<file path="src/source/adapter_state_pkg.sv">
package adapter_state_pkg;

  typedef enum logic [1:0] {
    idle,
    transfer_in,
    transfer_out
  } adapter_state_t;

  // frame_start means the next accepted word opens a frame.
  typedef enum logic {
    in_frame,
    frame_start
  } check_state_t;

endpackage

</file>
<file path="src/source/stream_width_pkg.sv">
package stream_width_pkg;

  // ####################
  // lane counts of the streams.
  // ####################

  parameter int narrow_bytes = 1; // outer byte streams.
  parameter int wide_bytes = 4;   // packed internal stream.

  // bits carried per lane.
  parameter int byte_bits = 8;

endpackage

</file>
<file path="src/source/axis_adapter.sv">
`timescale 1ns/1ns

module axis_adapter
  import stream_width_pkg::*;
  import adapter_state_pkg::*;
#(
  parameter int in_bytes = narrow_bytes,
  parameter int out_bytes = wide_bytes
) (
  input  logic                          clk,
  input  logic                          rst,
  input  logic [in_bytes*byte_bits-1:0]  in_data,
  input  logic [in_bytes-1:0]            in_keep,
  input  logic                          in_valid,
  output logic                          in_ready,
  input  logic                          in_last,
  input  logic                          in_user,
  output logic [out_bytes*byte_bits-1:0] out_data,
  output logic [out_bytes-1:0]           out_keep,
  output logic                          out_valid,
  input  logic                          out_ready,
  output logic                          out_last,
  output logic                          out_user
);

  localparam bit expand = out_bytes > in_bytes;
  localparam int data_bytes = expand ? out_bytes : in_bytes;
  localparam int data_bits = data_bytes * byte_bits;
  localparam int ratio = expand ? out_bytes / in_bytes : in_bytes / out_bytes;
  localparam int seg_bytes = data_bytes / ratio; // lanes of the narrow side.
  localparam int seg_bits = seg_bytes * byte_bits;
  localparam int cnt_w = $clog2(ratio + 1);
  localparam logic [cnt_w-1:0] last_cnt = cnt_w'(ratio - 1);

  adapter_state_t state_reg, state_next;
  logic [cnt_w-1:0] cnt_reg, cnt_next;
  logic [data_bits-1:0] hold_data_reg, hold_data_next;
  logic [data_bytes-1:0] hold_keep_reg, hold_keep_next;
  logic hold_last_reg, hold_last_next;
  logic hold_user_reg, hold_user_next;
  logic in_ready_reg, in_ready_next;

  // beat offered to the output stage.
  logic [out_bytes*byte_bits-1:0] out_data_int;
  logic [out_bytes-1:0] out_keep_int;
  logic out_valid_int;
  logic out_last_int;
  logic out_user_int;
  logic out_ready_int;
  logic out_ready_int_early;

  assign in_ready = in_ready_reg;

  // ####################
  // packing / unpacking core
  // ####################

  generate
    if (in_bytes == out_bytes) begin : g_pass
      always_comb begin
        state_next = idle;
        cnt_next = cnt_reg;
        hold_data_next = hold_data_reg;
        hold_keep_next = hold_keep_reg;
        hold_last_next = hold_last_reg;
        hold_user_next = hold_user_reg;
        in_ready_next = out_ready_int_early;
        out_data_int = in_data;
        out_keep_int = in_keep;
        out_valid_int = in_valid && in_ready_reg;
        out_last_int = in_last;
        out_user_int = in_user;
      end
    end else if (expand) begin : g_up
      logic start_word;

      // a new word opens from idle, or straight after the held word leaves.
      assign start_word = in_ready_reg && in_valid &&
                          (state_reg == idle ||
                           (state_reg == transfer_out && out_ready_int));

      always_comb begin
        state_next = state_reg;
        cnt_next = cnt_reg;
        hold_data_next = hold_data_reg;
        hold_keep_next = hold_keep_reg;
        hold_last_next = hold_last_reg;
        hold_user_next = hold_user_reg;
        in_ready_next = 1'b0;
        out_data_int = hold_data_reg;
        out_keep_int = hold_keep_reg;
        out_valid_int = 1'b0;
        out_last_int = hold_last_reg;
        out_user_int = hold_user_reg;
        case (state_reg)
          idle: begin
            in_ready_next = 1'b1;
          end
          transfer_in: begin
            in_ready_next = 1'b1;
            if (in_ready_reg && in_valid) begin
              hold_data_next[cnt_reg*seg_bits +: seg_bits] = in_data;
              hold_keep_next[cnt_reg*seg_bytes +: seg_bytes] = in_keep;
              hold_last_next = in_last;
              hold_user_next = in_user;
              cnt_next = cnt_reg + 1'b1;
              if (cnt_reg == last_cnt || in_last) begin
                in_ready_next = out_ready_int_early; // may take the next byte at once.
                state_next = transfer_out;
              end
            end
          end
          transfer_out: begin
            out_valid_int = 1'b1;
            if (out_ready_int) begin
              in_ready_next = 1'b1;
              state_next = idle;
            end
          end
          default: begin
            state_next = idle;
          end
        endcase

        if (start_word) begin
          hold_data_next = '0;
          hold_data_next[seg_bits-1:0] = in_data;
          hold_keep_next = '0; // unfilled lanes stay cleared.
          hold_keep_next[seg_bytes-1:0] = in_keep;
          hold_last_next = in_last;
          hold_user_next = in_user;
          cnt_next = cnt_w'(1);
          if (in_last) begin
            in_ready_next = 1'b0;
            state_next = transfer_out;
          end else begin
            in_ready_next = 1'b1;
            state_next = transfer_in;
          end
        end
      end
    end else begin : g_down
      logic [data_bits-1:0] src_data;
      logic [data_bytes-1:0] src_keep;
      logic [data_bytes-1:0] rest_keep;
      logic src_last;
      logic src_user;
      logic [cnt_w-1:0] seg_idx;
      logic last_seg;

      // first segment comes from the input, later ones from the held word.
      always_comb begin
        if (state_reg == idle) begin
          src_data = in_data;
          src_keep = in_keep;
          src_last = in_last;
          src_user = in_user;
          seg_idx = '0;
        end else begin
          src_data = hold_data_reg;
          src_keep = hold_keep_reg;
          src_last = hold_last_reg;
          src_user = hold_user_reg;
          seg_idx = cnt_reg;
        end
        rest_keep = src_keep >> ((seg_idx + 1) * seg_bytes);
        last_seg = (seg_idx == last_cnt) ||
                   (src_keep[seg_idx*seg_bytes +: seg_bytes] != '1) ||
                   (rest_keep[seg_bytes-1:0] == '0);
      end

      always_comb begin
        state_next = state_reg;
        cnt_next = cnt_reg;
        hold_data_next = hold_data_reg;
        hold_keep_next = hold_keep_reg;
        hold_last_next = hold_last_reg;
        hold_user_next = hold_user_reg;
        in_ready_next = 1'b0;
        out_data_int = src_data[seg_idx*seg_bits +: seg_bits];
        out_keep_int = src_keep[seg_idx*seg_bytes +: seg_bytes];
        out_valid_int = 1'b0;
        out_last_int = src_last && last_seg; // only on the final kept lane.
        out_user_int = src_user && last_seg;
        case (state_reg)
          idle: begin
            in_ready_next = 1'b1;
            if (in_ready_reg && in_valid) begin
              hold_data_next = in_data;
              hold_keep_next = in_keep;
              hold_last_next = in_last;
              hold_user_next = in_user;
              out_valid_int = 1'b1;
              cnt_next = out_ready_int ? cnt_w'(1) : '0;
              if (!last_seg || !out_ready_int) begin
                in_ready_next = 1'b0;
                state_next = transfer_out;
              end
            end
          end
          transfer_out: begin
            out_valid_int = 1'b1;
            if (out_ready_int) begin
              cnt_next = cnt_reg + 1'b1;
              if (last_seg) begin
                in_ready_next = 1'b1;
                state_next = idle;
              end
            end
          end
          default: begin
            state_next = idle;
          end
        endcase
      end
    end
  endgenerate

  always_ff @(posedge clk) begin
    if (rst) begin
      state_reg <= idle;
      cnt_reg <= '0;
      in_ready_reg <= 1'b0;
    end else begin
      state_reg <= state_next;
      cnt_reg <= cnt_next;
      in_ready_reg <= in_ready_next;
    end
  end

  always_ff @(posedge clk) begin
    hold_data_reg <= hold_data_next;
    hold_keep_reg <= hold_keep_next;
    hold_last_reg <= hold_last_next;
    hold_user_reg <= hold_user_next;
  end

  // ####################
  // output register and skid entry
  // ####################

  logic [out_bytes*byte_bits-1:0] out_data_reg, skid_data_reg;
  logic [out_bytes-1:0] out_keep_reg, skid_keep_reg;
  logic out_valid_reg, skid_valid_reg;
  logic out_last_reg, skid_last_reg;
  logic out_user_reg, skid_user_reg;

  // room for one more beat next cycle.
  assign out_ready_int_early = out_ready ||
                               (!skid_valid_reg && (!out_valid_reg || !out_valid_int));

  assign out_data = out_data_reg;
  assign out_keep = out_keep_reg;
  assign out_valid = out_valid_reg;
  assign out_last = out_last_reg;
  assign out_user = out_user_reg;

  always_ff @(posedge clk) begin
    if (rst) begin
      out_valid_reg <= 1'b0;
      skid_valid_reg <= 1'b0;
      out_ready_int <= 1'b0;
    end else begin
      out_ready_int <= out_ready_int_early;
      if (out_ready_int) begin
        if (out_ready || !out_valid_reg) begin
          out_valid_reg <= out_valid_int;
        end else begin
          skid_valid_reg <= out_valid_int;
        end
      end else if (out_ready) begin
        out_valid_reg <= skid_valid_reg;
        skid_valid_reg <= 1'b0;
      end
    end
  end

  always_ff @(posedge clk) begin
    if (out_ready_int) begin
      if (out_ready || !out_valid_reg) begin
        out_data_reg <= out_data_int;
        out_keep_reg <= out_keep_int;
        out_last_reg <= out_last_int;
        out_user_reg <= out_user_int;
      end else begin
        skid_data_reg <= out_data_int;
        skid_keep_reg <= out_keep_int;
        skid_last_reg <= out_last_int;
        skid_user_reg <= out_user_int;
      end
    end else if (out_ready) begin
      out_data_reg <= skid_data_reg;
      out_keep_reg <= skid_keep_reg;
      out_last_reg <= skid_last_reg;
      out_user_reg <= skid_user_reg;
    end
  end

endmodule

</file>
<file path="src/source/frame_check_top.sv">
`timescale 1ns/1ns

module frame_check_top
  import stream_width_pkg::*;
#(
  parameter int narrow_bytes = stream_width_pkg::narrow_bytes,
  parameter int wide_bytes = stream_width_pkg::wide_bytes
) (
  input  logic                             clk,
  input  logic                             rst,
  input  logic [narrow_bytes*byte_bits-1:0] s_data,
  input  logic                             s_valid,
  output logic                             s_ready,
  input  logic                             s_last,
  input  logic                             s_user,
  output logic [narrow_bytes*byte_bits-1:0] m_data,
  output logic                             m_valid,
  input  logic                             m_ready,
  output logic                             m_last,
  output logic                             m_user
);

  // ####################
  // internal wide links
  // ####################

  logic [wide_bytes*byte_bits-1:0] up_data;
  logic [wide_bytes-1:0] up_keep;
  logic up_valid;
  logic up_ready;
  logic up_last;
  logic up_user;

  logic [wide_bytes*byte_bits-1:0] chk_data;
  logic [wide_bytes-1:0] chk_keep;
  logic chk_valid;
  logic chk_ready;
  logic chk_last;
  logic chk_user;

  axis_adapter #(
    .in_bytes  (narrow_bytes),
    .out_bytes (wide_bytes)
  ) upsizer_inst (
    .clk       (clk),
    .rst       (rst),
    .in_data   (s_data),
    .in_keep   ({narrow_bytes{1'b1}}), // narrow side is always a full byte.
    .in_valid  (s_valid),
    .in_ready  (s_ready),
    .in_last   (s_last),
    .in_user   (s_user),
    .out_data  (up_data),
    .out_keep  (up_keep),
    .out_valid (up_valid),
    .out_ready (up_ready),
    .out_last  (up_last),
    .out_user  (up_user)
  );

  frame_checksum #(
    .lanes (wide_bytes)
  ) checksum_inst (
    .clk       (clk),
    .rst       (rst),
    .in_data   (up_data),
    .in_keep   (up_keep),
    .in_valid  (up_valid),
    .in_ready  (up_ready),
    .in_last   (up_last),
    .in_user   (up_user),
    .out_data  (chk_data),
    .out_keep  (chk_keep),
    .out_valid (chk_valid),
    .out_ready (chk_ready),
    .out_last  (chk_last),
    .out_user  (chk_user)
  );

  axis_adapter #(
    .in_bytes  (wide_bytes),
    .out_bytes (narrow_bytes)
  ) downsizer_inst (
    .clk       (clk),
    .rst       (rst),
    .in_data   (chk_data),
    .in_keep   (chk_keep),
    .in_valid  (chk_valid),
    .in_ready  (chk_ready),
    .in_last   (chk_last),
    .in_user   (chk_user),
    .out_data  (m_data),
    .out_keep  (),
    .out_valid (m_valid),
    .out_ready (m_ready),
    .out_last  (m_last),
    .out_user  (m_user)
  );

endmodule

</file>
<file path="src/source/frame_checksum.sv">
`timescale 1ns/1ns

module frame_checksum
  import stream_width_pkg::*;
  import adapter_state_pkg::*;
#(
  parameter int lanes = wide_bytes
) (
  input  logic                      clk,
  input  logic                      rst,
  input  logic [lanes*byte_bits-1:0] in_data,
  input  logic [lanes-1:0]           in_keep,
  input  logic                      in_valid,
  output logic                      in_ready,
  input  logic                      in_last,
  input  logic                      in_user,
  output logic [lanes*byte_bits-1:0] out_data,
  output logic [lanes-1:0]           out_keep,
  output logic                      out_valid,
  input  logic                      out_ready,
  output logic                      out_last,
  output logic                      out_user
);

  check_state_t state_reg;
  logic [byte_bits-1:0] sum_reg;
  logic [byte_bits-1:0] word_sum;
  logic [byte_bits-1:0] frame_sum;
  logic user_int;
  logic accept;
  logic load_out;
  logic in_ready_reg;
  logic skid_valid_next;
  logic [lanes*byte_bits-1:0] out_data_reg, skid_data_reg;
  logic [lanes-1:0] out_keep_reg, skid_keep_reg;
  logic out_valid_reg, skid_valid_reg;
  logic out_last_reg, skid_last_reg;
  logic out_user_reg, skid_user_reg;

  assign accept = in_valid && in_ready_reg;
  assign load_out = out_ready || !out_valid_reg;

  // kept bytes of this word, folded onto the running sum.
  always_comb begin
    word_sum = '0;
    for (int i = 0; i < lanes; i++) begin
      if (in_keep[i]) begin
        word_sum = word_sum + in_data[i*byte_bits +: byte_bits];
      end
    end
    frame_sum = word_sum + ((state_reg == frame_start) ? '0 : sum_reg);
  end

  assign user_int = in_user || (in_last && frame_sum != '0); // bad sum flags the frame.

  // skid fills only while the output register is stalled.
  always_comb begin
    if (load_out) skid_valid_next = 1'b0;
    else skid_valid_next = skid_valid_reg || accept;
  end

  always_ff @(posedge clk) begin
    if (rst) begin
      state_reg <= frame_start;
      out_valid_reg <= 1'b0;
      skid_valid_reg <= 1'b0;
      in_ready_reg <= 1'b0;
    end else begin
      if (accept) state_reg <= in_last ? frame_start : in_frame;
      if (load_out) out_valid_reg <= skid_valid_reg || accept;
      skid_valid_reg <= skid_valid_next;
      in_ready_reg <= !skid_valid_next;
    end
  end

  always_ff @(posedge clk) begin
    if (accept) sum_reg <= frame_sum;
    if (load_out) begin
      if (skid_valid_reg) begin
        out_data_reg <= skid_data_reg;
        out_keep_reg <= skid_keep_reg;
        out_last_reg <= skid_last_reg;
        out_user_reg <= skid_user_reg;
      end else begin
        out_data_reg <= in_data;
        out_keep_reg <= in_keep;
        out_last_reg <= in_last;
        out_user_reg <= user_int;
      end
    end else if (accept) begin
      skid_data_reg <= in_data;
      skid_keep_reg <= in_keep;
      skid_last_reg <= in_last;
      skid_user_reg <= user_int;
    end
  end

  assign in_ready = in_ready_reg;
  assign out_data = out_data_reg;
  assign out_keep = out_keep_reg;
  assign out_valid = out_valid_reg;
  assign out_last = out_last_reg;
  assign out_user = out_user_reg;

endmodule

</file>
<file path="config.mk">
export PLATFORM = sky130hd
export DESIGN_NAME = frame_check_top
export DESIGN_NICKNAME = d
export VERILOG_FILES = /design/src/source/adapter_state_pkg.sv /design/src/source/stream_width_pkg.sv /design/src/source/axis_adapter.sv /design/src/source/frame_check_top.sv /design/src/source/frame_checksum.sv
export SDC_FILE = /design/constraint.sdc
export NUM_CORES = 1
export LEC_CHECK = 0
export BUFFER_PORTS_ARGS = -buffer_cell sky130_fd_sc_hd__buf_4
export CORE_MARGIN = 2
export CORE_UTILIZATION = 65
export DETAILED_ROUTE_END_ITERATION = 8
export PLACE_DENSITY_LB_ADDON = 0.12
export REMOVE_ABC_BUFFERS = 1
export SLEW_MARGIN = 5
export SYNTH_ARGS = -nofsm -noshare
export SYNTH_HDL_FRONTEND = slang
export SYNTH_HIERARCHICAL = 1
export SYNTH_SLANG_ARGS = --single-unit
</file>
<file path="constraint.sdc">
create_clock -name clk -period 11 [get_ports clk]
set_input_delay 2.2 -clock clk [delete_from_list [all_inputs] [get_ports clk]]
set_output_delay 2.2 -clock clk [all_outputs]
set_load 0.05 [all_outputs]
</file>
# == Yosys cells after proc, flatten, opt, wreduce, memory -nomap -nowiden ==
# Cells that the tools add are included.
# op_classes
n_addsub,9
eq_ne,17
n_shift,7
muxes,92
bitwise,5
n_reduce_logical,56
# ops
op,count
32-bit 2-to-1 mux,5
8-bit 2-to-1 mux,11
1-bit 2-to-1 mux,51
3-bit negation with 34-bit output,1
6-bit negation with 34-bit output,1
"1-bit by 34-bit variable shift with 4-bit output, first input constant",1
"8-bit by 34-bit variable shift with 32-bit output, first input constant",1
"1-bit by 34-bit variable part select with 4-bit output, first input constant",1
8-bit by 34-bit variable part select with 32-bit output,1
8-bit adder,4
32-bit bitwise mux,1
32-bit by 7-bit variable part select with 8-bit output,1
4-bit by 32-bit >> shifter with 1-bit output,1
4-bit 2-to-1 mux,5
2-bit AND reduction,10
2-bit 2-to-1 mux,9
1-bit logical OR,14
"2-bit != test, second input constant",6
1-bit logical AND,10
1-bit zero test,10
2-bit nonzero test,5
3-bit 2-to-1 mux,3
"3-bit by 1-bit != test with 1-bit output, second input constant",3
4-bit AND reduction,2
18 further kinds,29
# word_totals
register_bits,278
inputBits,14
out_inout_bits,12
elab_cells,235

# == Longest topological paths before layout ==
# Gate-level depths: netlist (run 1).
# logic_depth
word_depth,12
depth_mapped,29
depth_no_buf,28

# == By module ==
# Netlist (run 1), hierarchy kept.
# modules_own_cells
module,instances,cells_each,area_each_um2,seq_area_each_um2
axis_adapter (upsizer_inst),1,340,4897.2,3333.2
frame_checksum,1,377,4775.8,2602.5
axis_adapter (downsizer_inst),1,183,2780.2,1961.9
frame_check_top,1,1,3.8,0.0

# == Worst setup path after synthesis (run 1) ==
# Ideal clock, no wire load.
# synth_timing
path_type,reg2reg
from,register upsizer_inst.out_keep_reg[0] (netlist: upsizer_inst/out_keep[0])
to,"register checksum_inst.out_user_reg (netlist: checksum_inst/out_user), data pin"
setup_time_ps,165
arrival_ps,5541
required_time_ps,10835
slack_ps,5294
path_stages_with_launch,27
n_path_buf,1
period_less_slack_ps,5706
cell_sequence,edfxtp_1 > buf_2 > and2_1 > ha_1 > inv_1 > fa_1 > mux2i_1 > ha_1 > a21o_1 > a21oi_1 > xor2_1 > a21oi_1 > ha_1 > and2_1 > a22o_1 > o21a_1 > nor2_1 > xnor2_1 > mux2_2 > ha_1 > o21ai_0 > a21oi_1 > o221a_1 > or4_4 > and3_1 > mux2_2 > o31ai_2
# synth_via
elab_chain_cells,12
# synth_lines
item,line,source
from (decl),axis_adapter.sv:243,"logic [out_bytes-1:0] out_keep_reg, skid_keep_reg;"
from (signal assigned),axis_adapter.sv:282,out_keep_reg <= out_keep_int;
from (signal assigned),axis_adapter.sv:293,out_keep_reg <= skid_keep_reg;
8-bit 2-to-1 mux (*),frame_checksum.sv:47,if (in_keep[i]) begin
8-bit adder,frame_checksum.sv:48,word_sum = word_sum + in_data[i*byte_bits +: byte_bits];
8-bit 2-to-1 mux (*),frame_checksum.sv:47,
8-bit adder,frame_checksum.sv:48,
8-bit 2-to-1 mux (*),frame_checksum.sv:47,
8-bit adder,frame_checksum.sv:48,
8-bit 2-to-1 mux (*),frame_checksum.sv:47,
8-bit adder (*),frame_checksum.sv:51,frame_sum = word_sum + ((state_reg == frame_start) ? '0 : sum_reg);
8-bit nonzero test (*),frame_checksum.sv:54,assign user_int = in_user || (in_last && frame_sum != '0);
1-bit logical AND (*),frame_checksum.sv:54,
1-bit logical OR (*),frame_checksum.sv:54,
1-bit 2-to-1 mux (*),frame_checksum.sv:79,if (skid_valid_reg) begin
to (signal assigned),frame_checksum.sv:83,out_user_reg <= skid_user_reg;
to (signal assigned),frame_checksum.sv:88,out_user_reg <= user_int;
to (decl),frame_checksum.sv:38,"logic out_user_reg, skid_user_reg;"
# Mark *: on every way between the ends. The rest lies on a longest branch, timed or not.
# A chain may end at the register's enable or synchronous reset.

# == Final worst setup path (run 1) ==
# Same ends and word-level chain as after synthesis.

==> metrics.md, run 1 <==
| Metric | Value |
|---|---|
| Status | complete, no violations |
| Worst Tran Pin Value | about 1.2 ns |
| Hold Path Cell Cnt | 0 |
| Internal | around 1.8 mW |
| Synthesized cell area | about 12000 um2 |
| # fillers | around 1200 |
| DP Area | approximately 13000 um2 |
| CTS sink cnt | roughly 280 |
| Num ports | 26 |
| Worst min path class | register to register |
| Cell mode on critical path | ha_1 |
| Gate Count Post-Synth | about 900 |
| Type of the worst setup path | register to register |
| PwrDens | between 150 and 200 nW/um2 |
| All-Layer GR Usage | 0.244 |
| # Max-Cap Violations | 0 |
| RD Place Congestion | just under 0.9 |
| Final Hold Viols | 0 |
| Hpwl dp | about 17 mm |
| Final period utilization | 0.570 |
| CTS tree | built |
| Switching power | ~0.54 mW |
| Area of the die | between 20000 and 25000 um2 |
| First-pass GRT wire length | a little under 40 mm |
| Crit end category | register |
| Peak VDD IR | between 0.1 and 0.15 mV |
| # H-tree levels | 1 |
| Net Sw Frac | 0.228 |
| Startpoint Class | register |
| Flop pwr share | 0.504 |
| Vias per cell | slightly above 6 |
| Post-CTS setup buffers | 0 |
| Root Buffer | clkbuf_16 |
| Clock Tree Buf Depth | 3 |
| Leakage dissipation | approximately 4.8 nW |
| Final setup violating endpoints | 0 |
| Total Routed Length | around 24 mm |
| Area growth from synthesis to layout | 10.1% |
| Std-Cell Rows | 50 |
| Slew headroom | 0.223 |
| Pins Over Slew Limit | 0 |
| Initial core utilization | 0.662 |
| TNS Setup | 0 ns |
| Vias in the first global route | just over 7000 |
| Largest net degree at the start of global routing | 47 |
| Port bufs | 25 |
| WP data arrival | 6.63 ns |
| Clk pwr share | 0.396 |
| Initial antenna violation count | 0 |
| DRC Markers | 0 |
| CP max stage cell | edfxtp_1 |
| Finished Cell Area | 13600 um2 |
| Hold_buf cts | 0 |
| Die X-Extent | 142 um |
| Synth warn | 6 |
| Critical path fanouts, max | 12 |
| Die H | roughly 140 um |
| Worst path max stage delay | around 0.57 ns |
| Syn avg cell area | about 14 um2 |
| First-iteration detailed-routing DRC count | about 420 |
| Portion of total power attributed to combinational logic | 0.100 |
| Antenna cells | 0 |
| Core area | 18700 um2 |
| Share of layout cells above drive strength 1 | 0.196 |
| RSZ-0062 raised after global routing | false |
| Post-cts resize count | 0 |
| Router iterations before antenna repair | 5 |
| Reg clk slew, reported paths | 0.06 ns |
| Vias | 7197 |
| CTS Buf Count | 27 |
| Reg2Reg Depth | 27 |
| Wire length per cell | between 20 and 25 um |
| Final worst path period need | 6.27 ns |
| DRT antenna net count | 0 |
| Skew-Pair Late Insertion Delay | between 0.5 and 0.6 ns |
| Fin Clk Skew | around 0.013 ns |
| Final nets | between 900 and 1000 |
| GR Overflow Total | 0 |
| Max Fclk | between 0.15 and 0.2 GHz |
| Crit path required time | about 11 ns |
area by class of cell:
class,count,area (um2),share of cell area
Clock buffer,35,778,0.0571
Timing Repair Buffer,30,225,0.0165
Multi-Input combinational cell,548,4230,0.310
Sequential cell,277,7840,0.575
Inverter,32,120,0.00881
Tap cell,234,293,0.0215
Clock inverter,14,148,0.0108
power groups by stage:
stage	registers, mW	clock network, mW	logic (mW)
6_report	1.20	0.946	0.239
5_1_grt	1.21	1.00	0.266
4_1_cts	1.20	0.959	0.239
3_5_place_dp	1.23	0	0.237
3_3_place_gp	1.22	0	0.228
2_1_floorplan	1.22	0	0.168
routing by layer:
metal | up-vias | global-route usage | share of wire
met5 | - | 0 | 0
met4 | 0 | 0.0847 | 0.029
met3 | 51 | 0.0296 | 0.045
met2 | 211 | 0.411 | 0.49
met1 | 3499 | 0.333 | 0.43
li1 | 3436 | - | -
cells in the final DEF, fill, tap and decap left out, drive strengths merged, types with 13 or more instances in the layout:
master / instances
edfxtp: 229
mux2: 79
a21oi: 53
nand2: 52
dfxtp: 48
o21ai: 39
nor2: 39
clkbuf: 35
inv: 34
ha: 33
buf: 30
nand3: 23
nand2b: 17
a31oi: 15
mux2i: 13
worst paths after layout:
path | end | start | slack, ns
setup reg to reg | checksum_inst/out_user | upsizer_inst/out_keep[0] | 4.73
setup / recovery | checksum_inst/out_user | upsizer_inst/out_keep[0] | 4.73
hold / removal | downsizer_inst/hold_data_reg[17] | checksum_inst/out_data[17] | 0.42
hold reg to reg | downsizer_inst/hold_data_reg[17] | checksum_inst/out_data[17] | 0.42
worst max-delay path, delay by kind of cell (launching register included):
kind | cells | cell delay [ns]
buf+inv | 2 | 0.16
xor+xnor | 2 | 0.34
compound gates | 8 | 1.40
fa+ha+maj | 5 | 1.58
mux | 1 | 0.27
flops | 1 | 0.57
simple gates | 9 | 1.80
through the flow:
step	util	hold WS [ns]	cells	power, mW	worst slack [ns]
6_report	0.729	0.419	1170	2.39	4.73
5_1_grt	0.729	0.418	1170	2.48	4.23
4_1_cts	0.728	0.418	1170	2.40	4.77
3_5_place_dp	0.679	0.405	1121	1.46	4.79
3_3_place_gp	0.679	0.401	1121	1.45	4.93
2_1_floorplan	-	0.400	857	1.39	5.30
Note: power is estimated with default switching activity, not from simulation.
==> run 2, diff against run 1 <==
CORE_UTILIZATION = 63   (was 65)
clock period = 6.5 ns   (was 11 ns; I/O delays follow)
==> run 2 against run 1 <==
Cell area increased by 0.50%; final cell count increased by 3.3%; utilization decreased by 2.3 points; critical path type unchanged; critical endpoint unchanged.
==> metrics.md, run 2 (same netlist as run 1, synthesis figures left out) <==
| Metric | Value |
|---|---|
| Status | complete, no violations |
| Pwr Total | 4.01 mW |
| Die H | about 140 um |
| Wire length per cell | 19.5 um |
| Startpoint Class | register |
| Final nets | about 1000 |
| Root Buffer | clkbuf_16 |
| Port bufs | 25 |
| Core area | between 15000 and 20000 um2 |
| Area of the die | 20800 um2 |
| Peak VDD IR | between 0.2 and 0.25 mV |
| Vias | a little over 7000 |
| CP max stage cell | or4_4 |
| Pre-CTS setup slack | 0.234 ns |
| Reg clk slew, reported paths | roughly 0.060 ns |
| Final period utilization | 0.939 |
| Leakage dissipation | roughly 5 nW |
| Clock Tree Buf Depth | 3 |
| Hold_ws | around 0.42 ns |
| First-iteration detailed-routing DRC count | about 380 |
| Largest net degree at the start of global routing | 47 |
| Worst path max stage delay | ~0.54 ns |
| Worst min path class | register to register |
| Share of layout cells above drive strength 1 | 0.203 |
| Crit path buf inv count | 1 |
| DRC Markers | 0 |
| Switching power | approximately 0.93 mW |
| Crit path required time | a little under 7 ns |
| Hold_buf cts | 0 |
| Skew-Pair Late Insertion Delay | ~0.54 ns |
| GR Overflow Total | 0 |
| Crit end category | register |
| Most frequent cells in the layout | edfxtp_1, mux2_2, a21oi_1, nand2_1, dfxtp_1 |
| Portion of total power attributed to combinational logic | 0.103 |
| Net Sw Frac | 0.231 |
| Most common cell after layout, fill and taps aside | edfxtp_1 |
| CTS Buf Count | 28 |
| R2R setup slack | 0.40 ns |
| # H-tree levels | 1 |
| Type of the worst setup path | register to register |
| Vias in the first global route | around 7000 |
| WP data arrival | 6.48 ns |
| RSZ-0062 raised after global routing | false |
| Cell mode on critical path | ha_1 |
| Antenna cells | 0 |
| Router iterations before antenna repair | 5 |
| DRT antenna net count | 0 |
| Hpwl dp | 16.5 mm |
| CTS sink cnt | roughly 280 |
| First-pass GRT wire length | between 30 and 40 mm |
| Die X-Extent | about 140 um |
| Std-Cell Rows | 51 |
| Initial core utilization | 0.638 |
| TNS Setup | 0 ns |
| Internal | 3.09 mW |
| Flop pwr share | 0.506 |
| Worst Tran Pin Value | ~1.1 ns |
| Slew headroom | 0.231 |
| Vias per cell | about 6 |
| Num ports | 26 |
| Area growth from synthesis to layout | 10.6% |
| CTS tree | built |
| Critical path fanouts, max | 7 |
| Final setup violating endpoints | 0 |
| Largest delay share family, worst path | adder cells |
| Total Routed Length | approximately 24 mm |
| Final worst slack | slightly below 0.4 ns |
| Initial antenna violation count | 0 |
| Pins Over Slew Limit | 0 |
| PwrDens | roughly 290 nW/um2 |
| RD Place Congestion | between 0.8 and 0.9 |
| Final worst path period need | 6.10 ns |
| Final Util | 0.706 |
| # Max-Cap Violations | 0 |
| All-Layer GR Usage | 0.229 |
| Final Hold Viols | 0 |
| Fin Clk Skew | between 0.01 and 0.015 ns |
| Clk pwr share | 0.391 |
| Max Fclk | about 0.16 GHz |
## run 2: area by class of cell
cell class | count | area, um2
inverters | 32 | 120
flip-flops and latches | 277 | 7840
well taps | 265 | 332
fillers | 1330 | 5700
clock buffers | 42 | 867
multi-input cells | 548 | 4220
repair buffers | 35 | 263
clock inverters | 10 | 57.6
## run 2: what timing repair did
item	4_1_cts	5_1_grt
gates resized for setup	0	2
buffers inserted	0	2
endpoints found under the setup margin	0	2
hold endpoints to repair	0	0
## run 2: power by group through the flow
stage | clock network, mW | registers, mW | logic [mW]
2_1_floorplan | 0 | 2.07 | 0.285
3_3_place_gp | 0 | 2.07 | 0.392
3_5_place_dp | 0 | 2.07 | 0.406
4_1_cts | 1.59 | 2.03 | 0.409
5_1_grt | 1.65 | 2.04 | 0.455
6_report | 1.57 | 2.03 | 0.413
## run 2: path summary, 6_finish.rpt
check	from	endpoint	cells after the start
worst max-delay path	upsizer_inst/out_data[0]	checksum_inst/out_user	25
worst min-delay path	checksum_inst/out_data[31]	downsizer_inst/hold_data_reg[31]	0
worst max register to register	upsizer_inst/out_data[0]	checksum_inst/out_user	25
worst min register to register	checksum_inst/out_data[31]	downsizer_inst/hold_data_reg[31]	0
## run 2: through the flow
stage	cells	instance area, um2
final	1209	13700
after global routing	1209	13700
after CTS	1207	13700
after detailed placement	1155	12800
after global placement	1155	12800
after floorplan	857	12200
## run 2: metal layers
layer / routed length, um / GRT usage / vias to the layer above
li1: - / - / 3460
met1: 10200 / 0.308 / 3474
met2: 11700 / 0.393 / 192
met3: 1060 / 0.0298 / 53
met4: 592 / 0.0695 / 0
met5: 0 / 0 / -
==> run 3, diff against run 2 <==
CORE_ASPECT_RATIO = 0.6   (was not set)
==> run 3 against run 2 <==
Worst hold slack lost 0.0024 ns; clock skew shrank 0.0038 ns; critical path depth up 2; sequential power hardly changed; critical endpoint unchanged; largest power group unchanged; highest routed layer unchanged.
==> metrics.md, run 3 (same netlist as run 1, synthesis figures left out) <==
| Metric | Value |
|---|---|
| Num ports | 26 |
| # Max-Cap Violations | 0 |
| Total Routed Length | 26.8 mm |
| Cell mode on critical path | ha_1 |
| Wire length per cell | 22.2 um |
| Crit path required time | ~6.8 ns |
| Final setup violating endpoints | 0 |
| DRC Markers | 0 |
| # H-tree levels | 1 |
| Std-Cell Rows | 39 |
| First-iteration detailed-routing DRC count | 666 |
| Type of the worst setup path | register to register |
| Area growth from synthesis to layout | 10.4% |
| Area of the die | between 20000 and 25000 um2 |
| Status | complete, no violations |
| WP data arrival | approximately 6.4 ns |
| Fin Clk Skew | about 0.0084 ns |
| Most common cell after layout, fill and taps aside | edfxtp_1 |
| Skew-Pair Late Insertion Delay | approximately 0.53 ns |
| Pwr Total | between 3 and 4 mW |
| Pre-CTS setup slack | around 0.26 ns |
| Critical path fanouts, max | 5 |
| CTS Buf Count | 25 |
| Crit end category | register |
| Die H | approximately 110 um |
| Final period utilization | 0.946 |
| RSZ-0062 raised after global routing | false |
| RD Place Congestion | 0.821 |
| Largest net degree at the start of global routing | between 40 and 50 |
| CTS sink cnt | around 280 |
| Share of layout cells above drive strength 1 | 0.205 |
| Startpoint Class | register |
| Antenna cells | 0 |
| Leakage dissipation | just under 5 nW |
| Die X-Extent | approximately 180 um |
| Worst min path class | register to register |
| Clock Tree Buf Depth | 3 |
| Worst Tran Pin Value | 1.22 ns |
| Router iterations before antenna repair | 7 |
| Vias | around 7500 |
| DRT antenna net count | 0 |
| Core area | approximately 19000 um2 |
| Crit path buf inv count | 1 |
| CP max stage cell | fa_1 |
| Initial core utilization | 0.647 |
| PwrDens | approximately 290 nW/um2 |
| Max Fclk | approximately 0.16 GHz |
| Reg clk slew, reported paths | ~0.07 ns |
| Slew headroom | 0.183 |
| All-Layer GR Usage | 0.267 |
| Final Hold Viols | 0 |
| Hpwl dp | 18.5 mm |
| TNS Setup | 0 ns |
| Vias in the first global route | roughly 7400 |
| Final nets | between 900 and 1000 |
| Port bufs | 25 |
| GR Overflow Total | 0 |
| Root Buffer | clkbuf_16 |
| Largest delay share family, worst path | compound AO/OA/AOI/OAI gates |
| Initial antenna violation count | 0 |
| Most frequent cells in the layout | edfxtp_1, mux2_2, nand2_1 |
| CTS tree | built |
| Hold_ws | 0.414 ns |
| R2R setup slack | between 0.3 and 0.4 ns |
| First-pass GRT wire length | 42.0 mm |
| Final worst slack | 0.353 ns |
| Final worst path period need | 6.15 ns |
| Vias per cell | 6.19 |
| Worst path max stage delay | roughly 0.40 ns |
| Peak VDD IR | about 0.22 mV |
| Pins Over Slew Limit | 0 |
-- run 3: changes by cell type in the layout (fill, tap and decap cells not counted), sizes merged --
cell      previous run  this run
clkinv               8         6
clkbuf              42        34
buf                 35        38
bufinv               0         3
clkinvlp             0         1
-- run 3: final timing paths --
| kind | end | startpoint | cells after the start |
|---|---|---|---|
| min reg2reg | downsizer_inst/hold_data_reg[31] | checksum_inst/out_data[31] | 0 |
| max reg2reg | checksum_inst/out_user | upsizer_inst/out_data[0] | 27 |
| min | downsizer_inst/hold_data_reg[31] | checksum_inst/out_data[31] | 0 |
| max | checksum_inst/out_user | upsizer_inst/out_data[0] | 27 |
-- run 3: worst reg2reg max path, delay by kind of cell, from the launching register on --
family / cells / cell delay [ns]
fa+ha+maj: 5 / 1.56
mux: 1 / 0.20
simple gates: 9 / 1.61
buf+inv: 1 / 0.05
compound gates: 9 / 1.68
xor+xnor: 2 / 0.40
flops: 1 / 0.36
-- run 3: layout make-up --
| cell class | count | area (um2) |
|---|---|---|
| timing repair buffer | 38 | 285 |
| clock inverter | 12 | 144 |
| tap | 266 | 333 |
| inverter | 32 | 120 |
| multi-input combinational | 548 | 4250 |
| fill | 1299 | 5460 |
| sequential | 277 | 7840 |
| clock buffer | 34 | 699 |
-- run 3: through the flow --
stage,std cells,util,area (um2)
2_1_floorplan,857,-,12200
3_3_place_gp,1161,0.669,12800
3_5_place_dp,1161,0.669,12800
4_1_cts,1207,0.713,13600
5_1_grt,1207,0.715,13700
6_report,1207,0.715,13700
-- run 3: power breakdown --
group	total, mW	internal (mW)	switching, mW
Sequential	2.03	1.98	0.0509
Clock	1.52	0.877	0.643
Combinational	0.441	0.186	0.255
Total	3.99	3.04	0.949
-- run 3: timing repair --
item	in CTS	in global routing
resized for setup	0	8
endpoints found under the setup margin	0	2
buffers inserted	0	0
hold buffers	0	0
-- run 3: metal layers --
layer | global-route usage | wire length, um | vias to the layer above
li1 | - | - | 3447
met2 | 0.388 | 11600 | 252
met5 | 0 | 0 | -
met1 | 0.415 | 12700 | 3732
met4 | 0.0667 | 540 | 0
met3 | 0.0539 | 2030 | 44
